`src/hbm_ctrl_pkg.sv`:
```
package hbm_ctrl_pkg;

    // ----------------------------------------
    // Widths and limits
    // ----------------------------------------
    localparam int REG_ADDR_WID       = 12;
    localparam int REG_DATA_WID       = 32;
    localparam int APB_ADDR_WID       = 10;
    localparam int MEM_ADDR_WID       = 24;
    localparam int MEM_DATA_WID       = 64;
    localparam int MEM_TIMEOUT_CYCLES = 64;
    localparam int MEM_TIMEOUT_WID    = $clog2(MEM_TIMEOUT_CYCLES);

    localparam logic [REG_DATA_WID-1:0] UNMAPPED_RDATA = 32'hDEAD_0BAD;

    // ----------------------------------------
    // Register map
    // ----------------------------------------
    // Stack register block
    localparam logic [REG_ADDR_WID-1:0] REG_CONTROL      = 12'h000;
    localparam logic [REG_ADDR_WID-1:0] REG_STATUS       = 12'h004;
    localparam logic [REG_ADDR_WID-1:0] REG_DRAM_STATUS  = 12'h008;

    // Memory proxy
    localparam logic [REG_ADDR_WID-1:0] REG_MEM_ADDR     = 12'h800;
    localparam logic [REG_ADDR_WID-1:0] REG_MEM_WDATA_LO = 12'h804;
    localparam logic [REG_ADDR_WID-1:0] REG_MEM_WDATA_HI = 12'h808;
    localparam logic [REG_ADDR_WID-1:0] REG_MEM_COMMAND  = 12'h80C;
    localparam logic [REG_ADDR_WID-1:0] REG_MEM_STATUS   = 12'h810;
    localparam logic [REG_ADDR_WID-1:0] REG_MEM_RDATA_LO = 12'h814;
    localparam logic [REG_ADDR_WID-1:0] REG_MEM_RDATA_HI = 12'h818;

    // ----------------------------------------
    // Enums
    // ----------------------------------------
    // Address bits 11:10
    typedef enum logic [1:0] {
        REGION_STACK = 2'd0,
        REGION_APB   = 2'd1,
        REGION_MEM   = 2'd2,
        REGION_NONE  = 2'd3
    } region_t;

    typedef enum logic [1:0] {
        CMD_NONE  = 2'd0,
        CMD_WRITE = 2'd1,
        CMD_READ  = 2'd2
    } mem_cmd_t;

    typedef enum logic [1:0] {APB_IDLE, APB_SETUP, APB_ACCESS} apb_state_t;

    typedef enum logic [1:0] {MEM_IDLE, MEM_REQ, MEM_DONE} mem_state_t;

endpackage

```
`src/reg_bus_if.sv`:
```
`timescale 1ns/1ns

interface reg_bus_if;
    import hbm_ctrl_pkg::*;

    // One-cycle request, answered by exactly one ack pulse
    logic                    req;
    logic                    wr;
    logic [REG_ADDR_WID-1:0] addr;
    logic [REG_DATA_WID-1:0] wdata;
    logic [REG_DATA_WID-1:0] rdata;
    logic                    ack;

    modport host (
        output req, wr, addr, wdata,
        input  rdata, ack
    );

    modport target (
        input  req, wr, addr, wdata,
        output rdata, ack
    );

endinterface

```
`src/hbm_reg_decoder.sv`:
```
`timescale 1ns/1ns

module hbm_reg_decoder (
    input  logic      clk,
    input  logic      i_rst,
    reg_bus_if.target host_bus,
    reg_bus_if.host   stack_bus,
    reg_bus_if.host   apb_bus,
    reg_bus_if.host   mem_bus
);
    import hbm_ctrl_pkg::*;

    region_t region;
    logic    none_ack;

    assign region = region_t'(host_bus.addr[11:10]);

    // ----------------------------------------
    // Request steering
    // ----------------------------------------
    assign stack_bus.req   = host_bus.req && (region == REGION_STACK);
    assign apb_bus.req     = host_bus.req && (region == REGION_APB);
    assign mem_bus.req     = host_bus.req && (region == REGION_MEM);

    // Access fields go to every target, only req selects
    assign stack_bus.wr    = host_bus.wr;
    assign stack_bus.addr  = host_bus.addr;
    assign stack_bus.wdata = host_bus.wdata;
    assign apb_bus.wr      = host_bus.wr;
    assign apb_bus.addr    = host_bus.addr;
    assign apb_bus.wdata   = host_bus.wdata;
    assign mem_bus.wr      = host_bus.wr;
    assign mem_bus.addr    = host_bus.addr;
    assign mem_bus.wdata   = host_bus.wdata;

    // Unmapped region answers on its own, writes dropped
    always_ff @(posedge clk) begin
        if (i_rst) begin
            none_ack <= 1'b0;
        end else begin
            none_ack <= host_bus.req && (region == REGION_NONE);
        end
    end

    // ----------------------------------------
    // Response merge
    // ----------------------------------------
    assign host_bus.ack = stack_bus.ack | apb_bus.ack | mem_bus.ack | none_ack;

    // Each source is masked by its own ack
    assign host_bus.rdata = ({REG_DATA_WID{stack_bus.ack}} & stack_bus.rdata)
                          | ({REG_DATA_WID{apb_bus.ack}}   & apb_bus.rdata)
                          | ({REG_DATA_WID{mem_bus.ack}}   & mem_bus.rdata)
                          | ({REG_DATA_WID{none_ack}}      & UNMAPPED_RDATA);

endmodule

```
`src/hbm_stack_regs.sv`:
```
`timescale 1ns/1ns

module hbm_stack_regs (
    input  logic       clk,
    input  logic       i_rst,
    reg_bus_if.target  bus,
    input  logic       i_apb_complete,
    input  logic       i_dram_cattrip,
    input  logic [6:0] i_dram_temp,
    output logic       o_init_done,
    output logic       o_local_rst
);
    import hbm_ctrl_pkg::*;

    logic       soft_rst;
    logic [8:0] status_async;
    logic [8:0] status_meta;
    logic [8:0] status_sync;
    logic       init_done;
    logic       cattrip;
    logic [6:0] temp;

    // ----------------------------------------
    // Control and local reset
    // ----------------------------------------
    always_ff @(posedge clk) begin
        if (i_rst) begin
            soft_rst <= 1'b0;
        end else if (bus.req && bus.wr && (bus.addr == REG_CONTROL)) begin
            soft_rst <= bus.wdata[0];
        end
    end

    // Held until a cycle after both sources are low
    always_ff @(posedge clk) begin
        o_local_rst <= i_rst || soft_rst;
    end

    // ----------------------------------------
    // Status synchronizer
    // ----------------------------------------
    assign status_async = {i_apb_complete, i_dram_cattrip, i_dram_temp};

    always_ff @(posedge clk) begin
        if (i_rst) begin
            status_meta <= '0;
            status_sync <= '0;
        end else begin
            status_meta <= status_async;
            status_sync <= status_meta;
        end
    end

    assign init_done   = status_sync[8];
    assign cattrip     = status_sync[7];
    assign temp        = status_sync[6:0];
    assign o_init_done = init_done;

    // ----------------------------------------
    // Register read port
    // ----------------------------------------
    always_ff @(posedge clk) begin
        if (i_rst) begin
            bus.ack <= 1'b0;
        end else begin
            bus.ack <= bus.req;
        end
    end

    // Status offsets are read only
    always_ff @(posedge clk) begin
        case (bus.addr)
            REG_CONTROL:     bus.rdata <= REG_DATA_WID'(soft_rst);
            REG_STATUS:      bus.rdata <= REG_DATA_WID'({init_done, o_local_rst});
            REG_DRAM_STATUS: bus.rdata <= REG_DATA_WID'({cattrip, 1'b0, temp});
            default:         bus.rdata <= '0;
        endcase
    end

endmodule

```
`src/hbm_apb_bridge.sv`:
```
`timescale 1ns/1ns

module hbm_apb_bridge (
    input  logic                                  clk,
    input  logic                                  i_rst,
    reg_bus_if.target                             bus,
    output logic                                  o_apb_psel,
    output logic                                  o_apb_penable,
    output logic                                  o_apb_pwrite,
    output logic [hbm_ctrl_pkg::APB_ADDR_WID-1:0] o_apb_paddr,
    output logic [hbm_ctrl_pkg::REG_DATA_WID-1:0] o_apb_pwdata,
    input  logic [hbm_ctrl_pkg::REG_DATA_WID-1:0] i_apb_prdata,
    input  logic                                  i_apb_pready
);
    import hbm_ctrl_pkg::*;

    apb_state_t state;

    // ----------------------------------------
    // APB phase FSM
    // ----------------------------------------
    always_ff @(posedge clk) begin
        if (i_rst) begin
            state   <= APB_IDLE;
            bus.ack <= 1'b0;
        end else begin
            bus.ack <= 1'b0;
            case (state)
                APB_IDLE: begin
                    if (bus.req) begin
                        state <= APB_SETUP;
                    end
                end
                // Setup lasts exactly one cycle
                APB_SETUP: state <= APB_ACCESS;
                APB_ACCESS: begin
                    if (i_apb_pready) begin
                        state   <= APB_IDLE;
                        bus.ack <= 1'b1;
                    end
                end
                default: state <= APB_IDLE;
            endcase
        end
    end

    // Request fields held for the whole transfer
    always_ff @(posedge clk) begin
        if (state == APB_IDLE && bus.req) begin
            o_apb_pwrite <= bus.wr;
            o_apb_paddr  <= bus.addr[APB_ADDR_WID-1:0];
            o_apb_pwdata <= bus.wdata;
        end
    end

    // Completer data, returned with the ack
    always_ff @(posedge clk) begin
        if (state == APB_ACCESS && i_apb_pready) begin
            bus.rdata <= i_apb_prdata;
        end
    end

    assign o_apb_psel    = (state != APB_IDLE);
    assign o_apb_penable = (state == APB_ACCESS);

endmodule

```
`src/hbm_mem_proxy.sv`:
```
`timescale 1ns/1ns

module hbm_mem_proxy (
    input  logic                                  clk,
    input  logic                                  i_local_rst,
    reg_bus_if.target                             bus,
    output logic                                  o_mem_req,
    output logic                                  o_mem_wr,
    output logic [hbm_ctrl_pkg::MEM_ADDR_WID-1:0] o_mem_addr,
    output logic [hbm_ctrl_pkg::MEM_DATA_WID-1:0] o_mem_wdata,
    input  logic                                  i_mem_ack,
    input  logic [hbm_ctrl_pkg::MEM_DATA_WID-1:0] i_mem_rdata
);
    import hbm_ctrl_pkg::*;

    mem_state_t                 state;
    mem_cmd_t                   cmd;
    mem_cmd_t                   cmd_in;
    logic                       busy;
    logic                       done;
    logic                       timeout;
    logic [MEM_TIMEOUT_WID-1:0] wait_cnt;
    logic [MEM_ADDR_WID-1:0]    mem_addr;
    logic [REG_DATA_WID-1:0]    wdata_lo;
    logic [REG_DATA_WID-1:0]    wdata_hi;
    logic [MEM_DATA_WID-1:0]    rdata;
    logic                       wr_en;
    logic                       cmd_start;

    assign busy   = (state != MEM_IDLE);
    assign wr_en  = bus.req && bus.wr;
    assign cmd_in = mem_cmd_t'(bus.wdata[1:0]);

    // Only a valid opcode while idle starts a transaction
    assign cmd_start = wr_en && !busy && (bus.addr == REG_MEM_COMMAND)
                     && ((cmd_in == CMD_WRITE) || (cmd_in == CMD_READ));

    // ----------------------------------------
    // Staging registers
    // ----------------------------------------
    // Frozen while busy so the memory port stays stable
    always_ff @(posedge clk) begin
        if (wr_en && !busy) begin
            case (bus.addr)
                REG_MEM_ADDR:     mem_addr <= bus.wdata[MEM_ADDR_WID-1:0];
                REG_MEM_WDATA_LO: wdata_lo <= bus.wdata;
                REG_MEM_WDATA_HI: wdata_hi <= bus.wdata;
                default: ;
            endcase
        end
    end

    // ----------------------------------------
    // Transaction FSM
    // ----------------------------------------
    always_ff @(posedge clk) begin
        if (i_local_rst) begin
            state    <= MEM_IDLE;
            cmd      <= CMD_NONE;
            done     <= 1'b0;
            timeout  <= 1'b0;
            wait_cnt <= '0;
        end else begin
            case (state)
                MEM_IDLE: begin
                    if (cmd_start) begin
                        state    <= MEM_REQ;
                        cmd      <= cmd_in;
                        done     <= 1'b0;
                        timeout  <= 1'b0;
                        wait_cnt <= '0;
                    end
                end
                MEM_REQ: begin
                    wait_cnt <= wait_cnt + 1'b1;
                    if (i_mem_ack) begin
                        done  <= 1'b1;
                        state <= MEM_DONE;
                    end else if (wait_cnt == MEM_TIMEOUT_WID'(MEM_TIMEOUT_CYCLES - 1)) begin
                        timeout <= 1'b1;
                        state   <= MEM_DONE;
                    end
                end
                // Request already dropped, busy clears next cycle
                MEM_DONE: state <= MEM_IDLE;
                default:  state <= MEM_IDLE;
            endcase
        end
    end

    always_ff @(posedge clk) begin
        if (state == MEM_REQ && i_mem_ack) begin
            rdata <= i_mem_rdata;
        end
    end

    assign o_mem_req   = (state == MEM_REQ);
    assign o_mem_wr    = (cmd == CMD_WRITE);
    assign o_mem_addr  = mem_addr;
    assign o_mem_wdata = {wdata_hi, wdata_lo};

    // ----------------------------------------
    // Register read port
    // ----------------------------------------
    // Stays responsive during local reset so status can be read back
    always_ff @(posedge clk) begin
        bus.ack <= bus.req;
        case (bus.addr)
            REG_MEM_ADDR:     bus.rdata <= REG_DATA_WID'(mem_addr);
            REG_MEM_WDATA_LO: bus.rdata <= wdata_lo;
            REG_MEM_WDATA_HI: bus.rdata <= wdata_hi;
            REG_MEM_COMMAND:  bus.rdata <= REG_DATA_WID'(cmd);
            REG_MEM_STATUS:   bus.rdata <= REG_DATA_WID'({timeout, done, busy});
            REG_MEM_RDATA_LO: bus.rdata <= rdata[REG_DATA_WID-1:0];
            REG_MEM_RDATA_HI: bus.rdata <= rdata[MEM_DATA_WID-1:REG_DATA_WID];
            default:          bus.rdata <= '0;
        endcase
    end

endmodule

```
`src/hbm_stack_ctrl.sv`:
```
`timescale 1ns/1ns

module hbm_stack_ctrl (
    input  logic                                  clk,
    input  logic                                  i_rst,

    // Host register port
    input  logic                                  i_reg_req,
    input  logic                                  i_reg_wr,
    input  logic [hbm_ctrl_pkg::REG_ADDR_WID-1:0] i_reg_addr,
    input  logic [hbm_ctrl_pkg::REG_DATA_WID-1:0] i_reg_wdata,
    output logic [hbm_ctrl_pkg::REG_DATA_WID-1:0] o_reg_rdata,
    output logic                                  o_reg_ack,

    // Channel configuration APB
    output logic                                  o_apb_psel,
    output logic                                  o_apb_penable,
    output logic                                  o_apb_pwrite,
    output logic [hbm_ctrl_pkg::APB_ADDR_WID-1:0] o_apb_paddr,
    output logic [hbm_ctrl_pkg::REG_DATA_WID-1:0] o_apb_pwdata,
    input  logic [hbm_ctrl_pkg::REG_DATA_WID-1:0] i_apb_prdata,
    input  logic                                  i_apb_pready,

    // Memory port
    output logic                                  o_mem_req,
    output logic                                  o_mem_wr,
    output logic [hbm_ctrl_pkg::MEM_ADDR_WID-1:0] o_mem_addr,
    output logic [hbm_ctrl_pkg::MEM_DATA_WID-1:0] o_mem_wdata,
    input  logic                                  i_mem_ack,
    input  logic [hbm_ctrl_pkg::MEM_DATA_WID-1:0] i_mem_rdata,

    // Asynchronous status
    input  logic                                  i_apb_complete,
    input  logic                                  i_dram_cattrip,
    input  logic [6:0]                            i_dram_temp,
    output logic                                  o_init_done
);

    logic local_rst;

    reg_bus_if host_bus ();
    reg_bus_if stack_bus ();
    reg_bus_if apb_bus ();
    reg_bus_if mem_bus ();

    assign host_bus.req   = i_reg_req;
    assign host_bus.wr    = i_reg_wr;
    assign host_bus.addr  = i_reg_addr;
    assign host_bus.wdata = i_reg_wdata;
    assign o_reg_rdata    = host_bus.rdata;
    assign o_reg_ack      = host_bus.ack;

    hbm_reg_decoder i_hbm_reg_decoder (
        .clk       ( clk ),
        .i_rst     ( i_rst ),
        .host_bus  ( host_bus ),
        .stack_bus ( stack_bus ),
        .apb_bus   ( apb_bus ),
        .mem_bus   ( mem_bus )
    );

    hbm_stack_regs i_hbm_stack_regs (
        .clk            ( clk ),
        .i_rst          ( i_rst ),
        .bus            ( stack_bus ),
        .i_apb_complete ( i_apb_complete ),
        .i_dram_cattrip ( i_dram_cattrip ),
        .i_dram_temp    ( i_dram_temp ),
        .o_init_done    ( o_init_done ),
        .o_local_rst    ( local_rst )
    );

    hbm_apb_bridge i_hbm_apb_bridge (
        .clk           ( clk ),
        .i_rst         ( i_rst ),
        .bus           ( apb_bus ),
        .o_apb_psel    ( o_apb_psel ),
        .o_apb_penable ( o_apb_penable ),
        .o_apb_pwrite  ( o_apb_pwrite ),
        .o_apb_paddr   ( o_apb_paddr ),
        .o_apb_pwdata  ( o_apb_pwdata ),
        .i_apb_prdata  ( i_apb_prdata ),
        .i_apb_pready  ( i_apb_pready )
    );

    // Memory proxy runs from the local reset
    hbm_mem_proxy i_hbm_mem_proxy (
        .clk         ( clk ),
        .i_local_rst ( local_rst ),
        .bus         ( mem_bus ),
        .o_mem_req   ( o_mem_req ),
        .o_mem_wr    ( o_mem_wr ),
        .o_mem_addr  ( o_mem_addr ),
        .o_mem_wdata ( o_mem_wdata ),
        .i_mem_ack   ( i_mem_ack ),
        .i_mem_rdata ( i_mem_rdata )
    );

endmodule

```
`config.mk`:
```
export PLATFORM = sky130hd
export DESIGN_NAME = hbm_stack_ctrl
export DESIGN_NICKNAME = d
export VERILOG_FILES = /design/src/hbm_ctrl_pkg.sv /design/src/reg_bus_if.sv /design/src/hbm_reg_decoder.sv /design/src/hbm_stack_regs.sv /design/src/hbm_apb_bridge.sv /design/src/hbm_mem_proxy.sv /design/src/hbm_stack_ctrl.sv
export SDC_FILE = /design/constraint.sdc
export NUM_CORES = 1
export LEC_CHECK = 0
export BUFFER_PORTS_ARGS = -buffer_cell sky130_fd_sc_hd__buf_2
export CAP_MARGIN = 15
export CORE_UTILIZATION = 55
export DETAILED_ROUTE_END_ITERATION = 10
export PLACE_DENSITY_LB_ADDON = 0.15
export SLEW_MARGIN = 20
export SYNTH_ARGS = -nofsm -noshare
export SYNTH_HDL_FRONTEND = slang
export SYNTH_SLANG_ARGS = --single-unit
```
`constraint.sdc`:
```
create_clock -name clk -period 8.1 [get_ports clk]
set_input_delay 0.81 -clock clk [delete_from_list [all_inputs] [get_ports clk]]
set_output_delay 0.81 -clock clk [all_outputs]
set_load 0.03 [all_outputs]
```
=== Word-level counts from Yosys, hierarchy flattened ===
Cells that the tools add are included.

* Add/sub/neg operators: 1
* Equal/unequal tests: 26
* Multiplexer cells: 18
* Bitwise operators: 10
* Reduce and logical (&&, ||, !) cells: 33

{| class="wikitable"
|+ Operators by type and width
! operator !! number
|-
| 32-bit one-hot mux with 7 select lines || 1
|-
| 32-bit bitwise OR || 3
|-
| 12-bit == test (second input constant) || 7
|-
| 32-bit AND || 2
|-
| 32-bit by 9-bit AND with 32-bit output || 1
|-
| 9-bit one-hot mux with 3 select lines || 1
|-
| 2-bit AND reduction || 7
|-
| 1-bit logical AND || 13
|-
| 12-bit by 3-bit == test with 1-bit output (second input constant) || 1
|-
| 12-bit by 4-bit == test with 1-bit output (second input constant) || 1
|-
| 12-bit zero test || 1
|-
| 6-bit one-hot mux with 2 select lines || 1
|-
| 2-bit by 1-bit == test with 1-bit output (second input constant) || 5
|-
| 2-bit 2-to-1 mux || 5
|-
| 2-bit by 1-bit != test with 1-bit output (second input constant) || 5
|-
| 2-bit == test (second input constant) || 4
|-
| 6-bit by 1-bit adder with 6-bit output (second input constant) || 1
|-
| 6-bit == test (second input constant) || 1
|-
| 2-bit zero test || 3
|-
| 6-bit 2-to-1 mux || 1
|-
| 2-bit one-hot mux with 3 select lines || 1
|-
| 2-bit nonzero test || 3
|-
| 1-bit 2-to-1 mux || 5
|-
| 1-bit one-hot mux with 2 select lines || 2
|-
| 10 further kinds || 13
|}

* Register bits: 306

=== Logic depth before layout (Yosys ltp) ===
* Word-level depth: 8
* Gate-level depth with buffers: 6

=== By module ===
Synthesis repeated with hierarchy kept, for this count alone.

* Cell total of the unflattened synthesis: 859
* Area, all modules: 12,303.0 µm²

{| class="wikitable"
|+ Modules (own cells, without submodules)
! module !! instances !! cells each !! area each (µm²)
|-
| hbm_mem_proxy || 1 || 437 || 7,209.4
|-
| hbm_apb_bridge || 1 || 87 || 2,386.0
|-
| hbm_reg_decoder || 1 || 238 || 1,636.6
|-
| hbm_stack_regs || 1 || 97 || 1,071.0
|}

=== Least setup slack after synthesis ===
OpenSTA, ideal clock, no wires.

* Path type: input to register
* From: in i_reg_addr[5] (netlist name)
* To: reg i_hbm_mem_proxy.wdata_lo[0] (enable)
* Arrival time: 4,695 ps
* Setup slack: 2,903 ps
* Stages: 3
* Buffers on the path: 1
* Cell sequence: or4_1 > buf_6 > nor4_1

* Word-level cells in the longest chain between the ends: 2

{| class="wikitable"
|+ Ends and longest elaborated chain
! element !! line !! RTL
|-
| from (decl) || hbm_stack_ctrl.sv:10 || <nowiki>input logic [hbm_ctrl_pkg::REG_ADDR_WID-1:0] i_reg_addr,</nowiki>
|-
| 12-bit == test || hbm_mem_proxy.sv:44 || <nowiki>case (bus.addr)</nowiki>
|-
| 2-bit AND reduction (no line) || n/a ||
|-
| to (signal assigned) || hbm_mem_proxy.sv:46 || <nowiki>REG_MEM_WDATA_LO: wdata_lo <= bus.wdata;</nowiki>
|-
| to (decl) || hbm_mem_proxy.sv:24 || <nowiki>logic [REG_DATA_WID-1:0] wdata_lo;</nowiki>
|}

Every way passes these cells.
A chain may end at the register's enable or synchronous reset.

=== Worst setup path after layout ===
* From: in i_reg_addr[4] (netlist name)
* To: reg i_hbm_mem_proxy.wdata_hi[17] (enable)

* Word-level cells in the longest chain between the ends: 2

{| class="wikitable"
|+ Ends and longest elaborated chain
! element !! line !! RTL
|-
| 12-bit == test || hbm_mem_proxy.sv:44 ||
|-
| 2-bit AND reduction (no line) || n/a ||
|-
| to (signal assigned) || hbm_mem_proxy.sv:47 || <nowiki>REG_MEM_WDATA_HI: wdata_hi <= bus.wdata;</nowiki>
|-
| to (decl) || hbm_mem_proxy.sv:25 || <nowiki>logic [REG_DATA_WID-1:0] wdata_hi;</nowiki>
|}

Every way passes these cells.

==> metrics.md <==
| Metric | Value |
|---|---|
| Clock slew seen by the registers of the worst setup and hold paths | 0.06 ns |
| Sequential area share after synthesis | 76.7% |
| Peak VDD IR | 0.179 mV |
| Die X | 143 µm |
| RSZ-0062 raised after global routing | no |
| Post-DR wirelength/cell | 21.8 µm |
| CTS tree | built |
| Final min period | 3.67 ns |
| Top Ports | 324 |
| Status | finished, final reports clean |
| Drt via density | 5.40 |
| P&R area growth vs syn | 25.9% |
| Worst setup margin | 4.43 ns |
| DRT Pass-1 Iters | 4 |
| Worst EP arrival | 3.82 ns |
| Tcrit/Tclk final | 45.3% |
| Final-report max-slew violation count | 0 |
| First-pass GRT wire length | 39.9 mm |
| Worst-Margin Slew | 1.10 ns |
| Hold Fails Final Rpt | 0 |
| Netlist cell types | 56 |
| Yosys Warn Count | 0 |
| Cell taking the most area after synthesis | edfxtp_1 |
| Buffers and inverters on the worst path | 3 |
| Postcts setup bufs | 0 |
| Top post-synthesis cells by area | edfxtp_1 (62%), dfxtp_1 (14%), mux2i_1 (5.0%) |
| Vias in the first global route | 6820 |
| TritonCTS buffer count | 30 |
| DPL Wire Length | 18.4 mm |
| Crit Path Category | in -> reg |
| Worst EP required | 8.25 ns |
| Die outline height | 143 µm |
| Yosys top cell area share | 62.4% |
| Antenna-violating nets left | 0 |
| Max_cap viols | 0 |
| Fmax | 273 MHz |
| Core Box Area | 19500 µm² |
| Pre-CTS WS | 3.80 ns |
| Predominant post-synthesis flop cell | edfxtp_1 |
| Cell Area, Synth | 10900 µm² |
| Clock skew | 0.00950 ns |
| Critical path's largest stage delay | 0.88 ns |
| Overflow after GRT | 0 |
| Cts hold-fix bufs | 0 |
| Final setup fails | 0 |
| Antenna violations before repair | 4 |
| Crit path max fanout | 49 |
| CP Cell Sequence | buf_2 -> buf_4 -> or4_1 -> nor4_4 -> inv_1 -> nor2_4 |
| Share of cells above drive strength 1 | 42.0% |
| DR iter-0 viols | 453 |
| Largest net degree at the start of global routing | 65 |
| Crit end category | register |
| Post-synth ARST share | 0% |
| Routability congestion estimate | 0.869 |
| CTS Sinks | 305 |
| Synth Instances | 640 |
| Leakage Power | 5.43 nW |
| Root Buffer | clkbuf_16 |
| Buffers on Ports | 323 |
| Layout fillers | 1321 |
| Syn nets | 796 |
| Final #Nets | 1125 |
| Rows | 51 |
| Initial core utilization | 56.1% |
| Register area | 8380 µm² |
| Hold Crit Class | reg -> reg |
| Slowest CP cell | nor2_4 |
| Post-synth EDFFs | 227 |
| Crit start category | primary input |
| Mean Syn Cell Area | 17.1 µm² |
| Multi-input logic area | 2380 µm² |
| Final WL | 27.4 mm |
| Worst slew margin | 26.8% |
| Via Count | 6805 |
| #FFs+latches synth | 305 |
| Full die area | 20400 µm² |
| # DRC | 0 |
| Synth top cells by count | edfxtp_1 (227), dfxtp_1 (78), mux2i_1 (55), nand2_1 (33), nor2b_1 (22) |
| Count leader, synth | edfxtp_1 |
| Worst skew pair latency | 0.54 ns |
| Setup TNS Final | 0 ns |
| Post-CTS sizing | 0 |
| Clk buf depth | 3 |
| Max H-tree Level | 1 |
| Overall Global Routing Usage | 26.9% |
| Largest delay contributor family on the critical path | simple AND/OR/NAND/NOR gates |
| PD cells | 228 nW/µm² |
==> flip-flops by register name (all words and copies together), names as in the netlist, 8 cells and up <==
register and flops:
i_hbm_apb_bridge.o_apb_pwdata 32, i_hbm_stack_regs.bus.rdata 8, i_hbm_stack_regs.status_meta 9, i_hbm_mem_proxy.o_mem_addr 24, i_hbm_stack_regs.status_sync 9, i_hbm_mem_proxy.wdata_lo 32, i_hbm_mem_proxy.wdata_hi 32, i_hbm_apb_bridge.bus.rdata 32
i_hbm_mem_proxy.rdata 64, i_hbm_mem_proxy.bus.rdata 32, i_hbm_apb_bridge.o_apb_paddr 10
==> worst register-to-register path, delay by kind of cell (launching register included) <==
kind / cells / cell delay, ns
DFF: 1 / 0.33
and+or+nand+nor: 3 / 1.58
==> worst paths after layout <==
path | startpoint | to | slack, ns | cells after the start
worst max register to register | i_hbm_mem_proxy.state[1] | i_hbm_mem_proxy.wdata_hi[17] | 5.80 | 3
worst max-delay path | i_reg_addr[4] | i_hbm_mem_proxy.wdata_hi[17] | 4.43 | 6
worst min-delay path | i_hbm_stack_regs.status_sync[3] | i_hbm_stack_regs.bus.rdata[3] | 0.43 | 1
worst min register to register | i_hbm_stack_regs.status_sync[3] | i_hbm_stack_regs.bus.rdata[3] | 0.43 | 1
==> kinds of logic (layout without fill, tap and decap cells) <==
group           count (synthesis)  in the layout  synth area share [%]
flops                         305            305                  76.7
xor+xnor                        2              2                 0.160
fa+ha+maj                       1              1                 0.115
buf+inv                        43            396                  1.81
simple gates                  134            134                  8.13
other cells                     0              2                     0
mux                            59             59                  5.56
compound gates                 96             96                  7.49
==> layer usage <==
metal,up-vias,track usage [%],wire [µm]
met5,-,0,13
met4,2,9.17,832
met3,54,7.34,2570
met2,308,44.6,13300
met1,3273,34.3,10800
li1,3168,-,-
==> layout make-up <==
| class | instances | area share, % |
|---|---|---|
| multi-input cells | 292 | 17.3 |
| diodes | 2 | 0.0364 |
| inverters | 11 | 0.300 |
| repair buffers | 329 | 12.1 |
| clock inverters | 7 | 0.382 |
| clock buffers | 49 | 6.49 |
| flip-flops and latches | 305 | 61.0 |
| well taps | 265 | 2.41 |
==> metrics by stage <==
stage / utilization [%] / std cells / hold slack, ns / total power, mW / area, µm²
final: 70.6 / 1260 / 0.432 / 3.13 / 13700
after global routing: 70.6 / 1260 / 0.416 / 3.22 / 13700
after CTS: 70.6 / 1258 / 0.418 / 3.15 / 13700
after detailed placement: 65.7 / 1202 / 0.414 / 1.86 / 12800
after global placement: 65.7 / 1202 / 0.411 / 1.86 / 12800
after floorplan: - / 640 / 0.406 / 1.79 / 10900
==> report_power, final <==
| group | switching (mW) | internal (mW) |
|---|---|---|
| Combinational | 0.0764 | 0.0509 |
| Sequential | 0.00866 | 1.69 |
| Clock | 0.555 | 0.752 |
| Total | 0.640 | 2.49 |
==> cell usage in the layout, fill, tap and decap left out, types with 8 or more instances in the layout <==
cell / synthesis / layout
clkbuf_16: 0 / 30
a22oi_1: 13 / 13
clkbuf_1: 21 / 12
nand2_1: 33 / 33
buf_2: 5 / 323
inv_1: 11 / 11
o221ai_1: 16 / 16
mux2i_1: 55 / 55
o21ai_2: 8 / 8
nor2b_1: 22 / 22
a22o_1: 10 / 10
a221o_1: 16 / 16
edfxtp_1: 227 / 227
dfxtp_1: 78 / 76
Power figures use the tool's default switching activity.
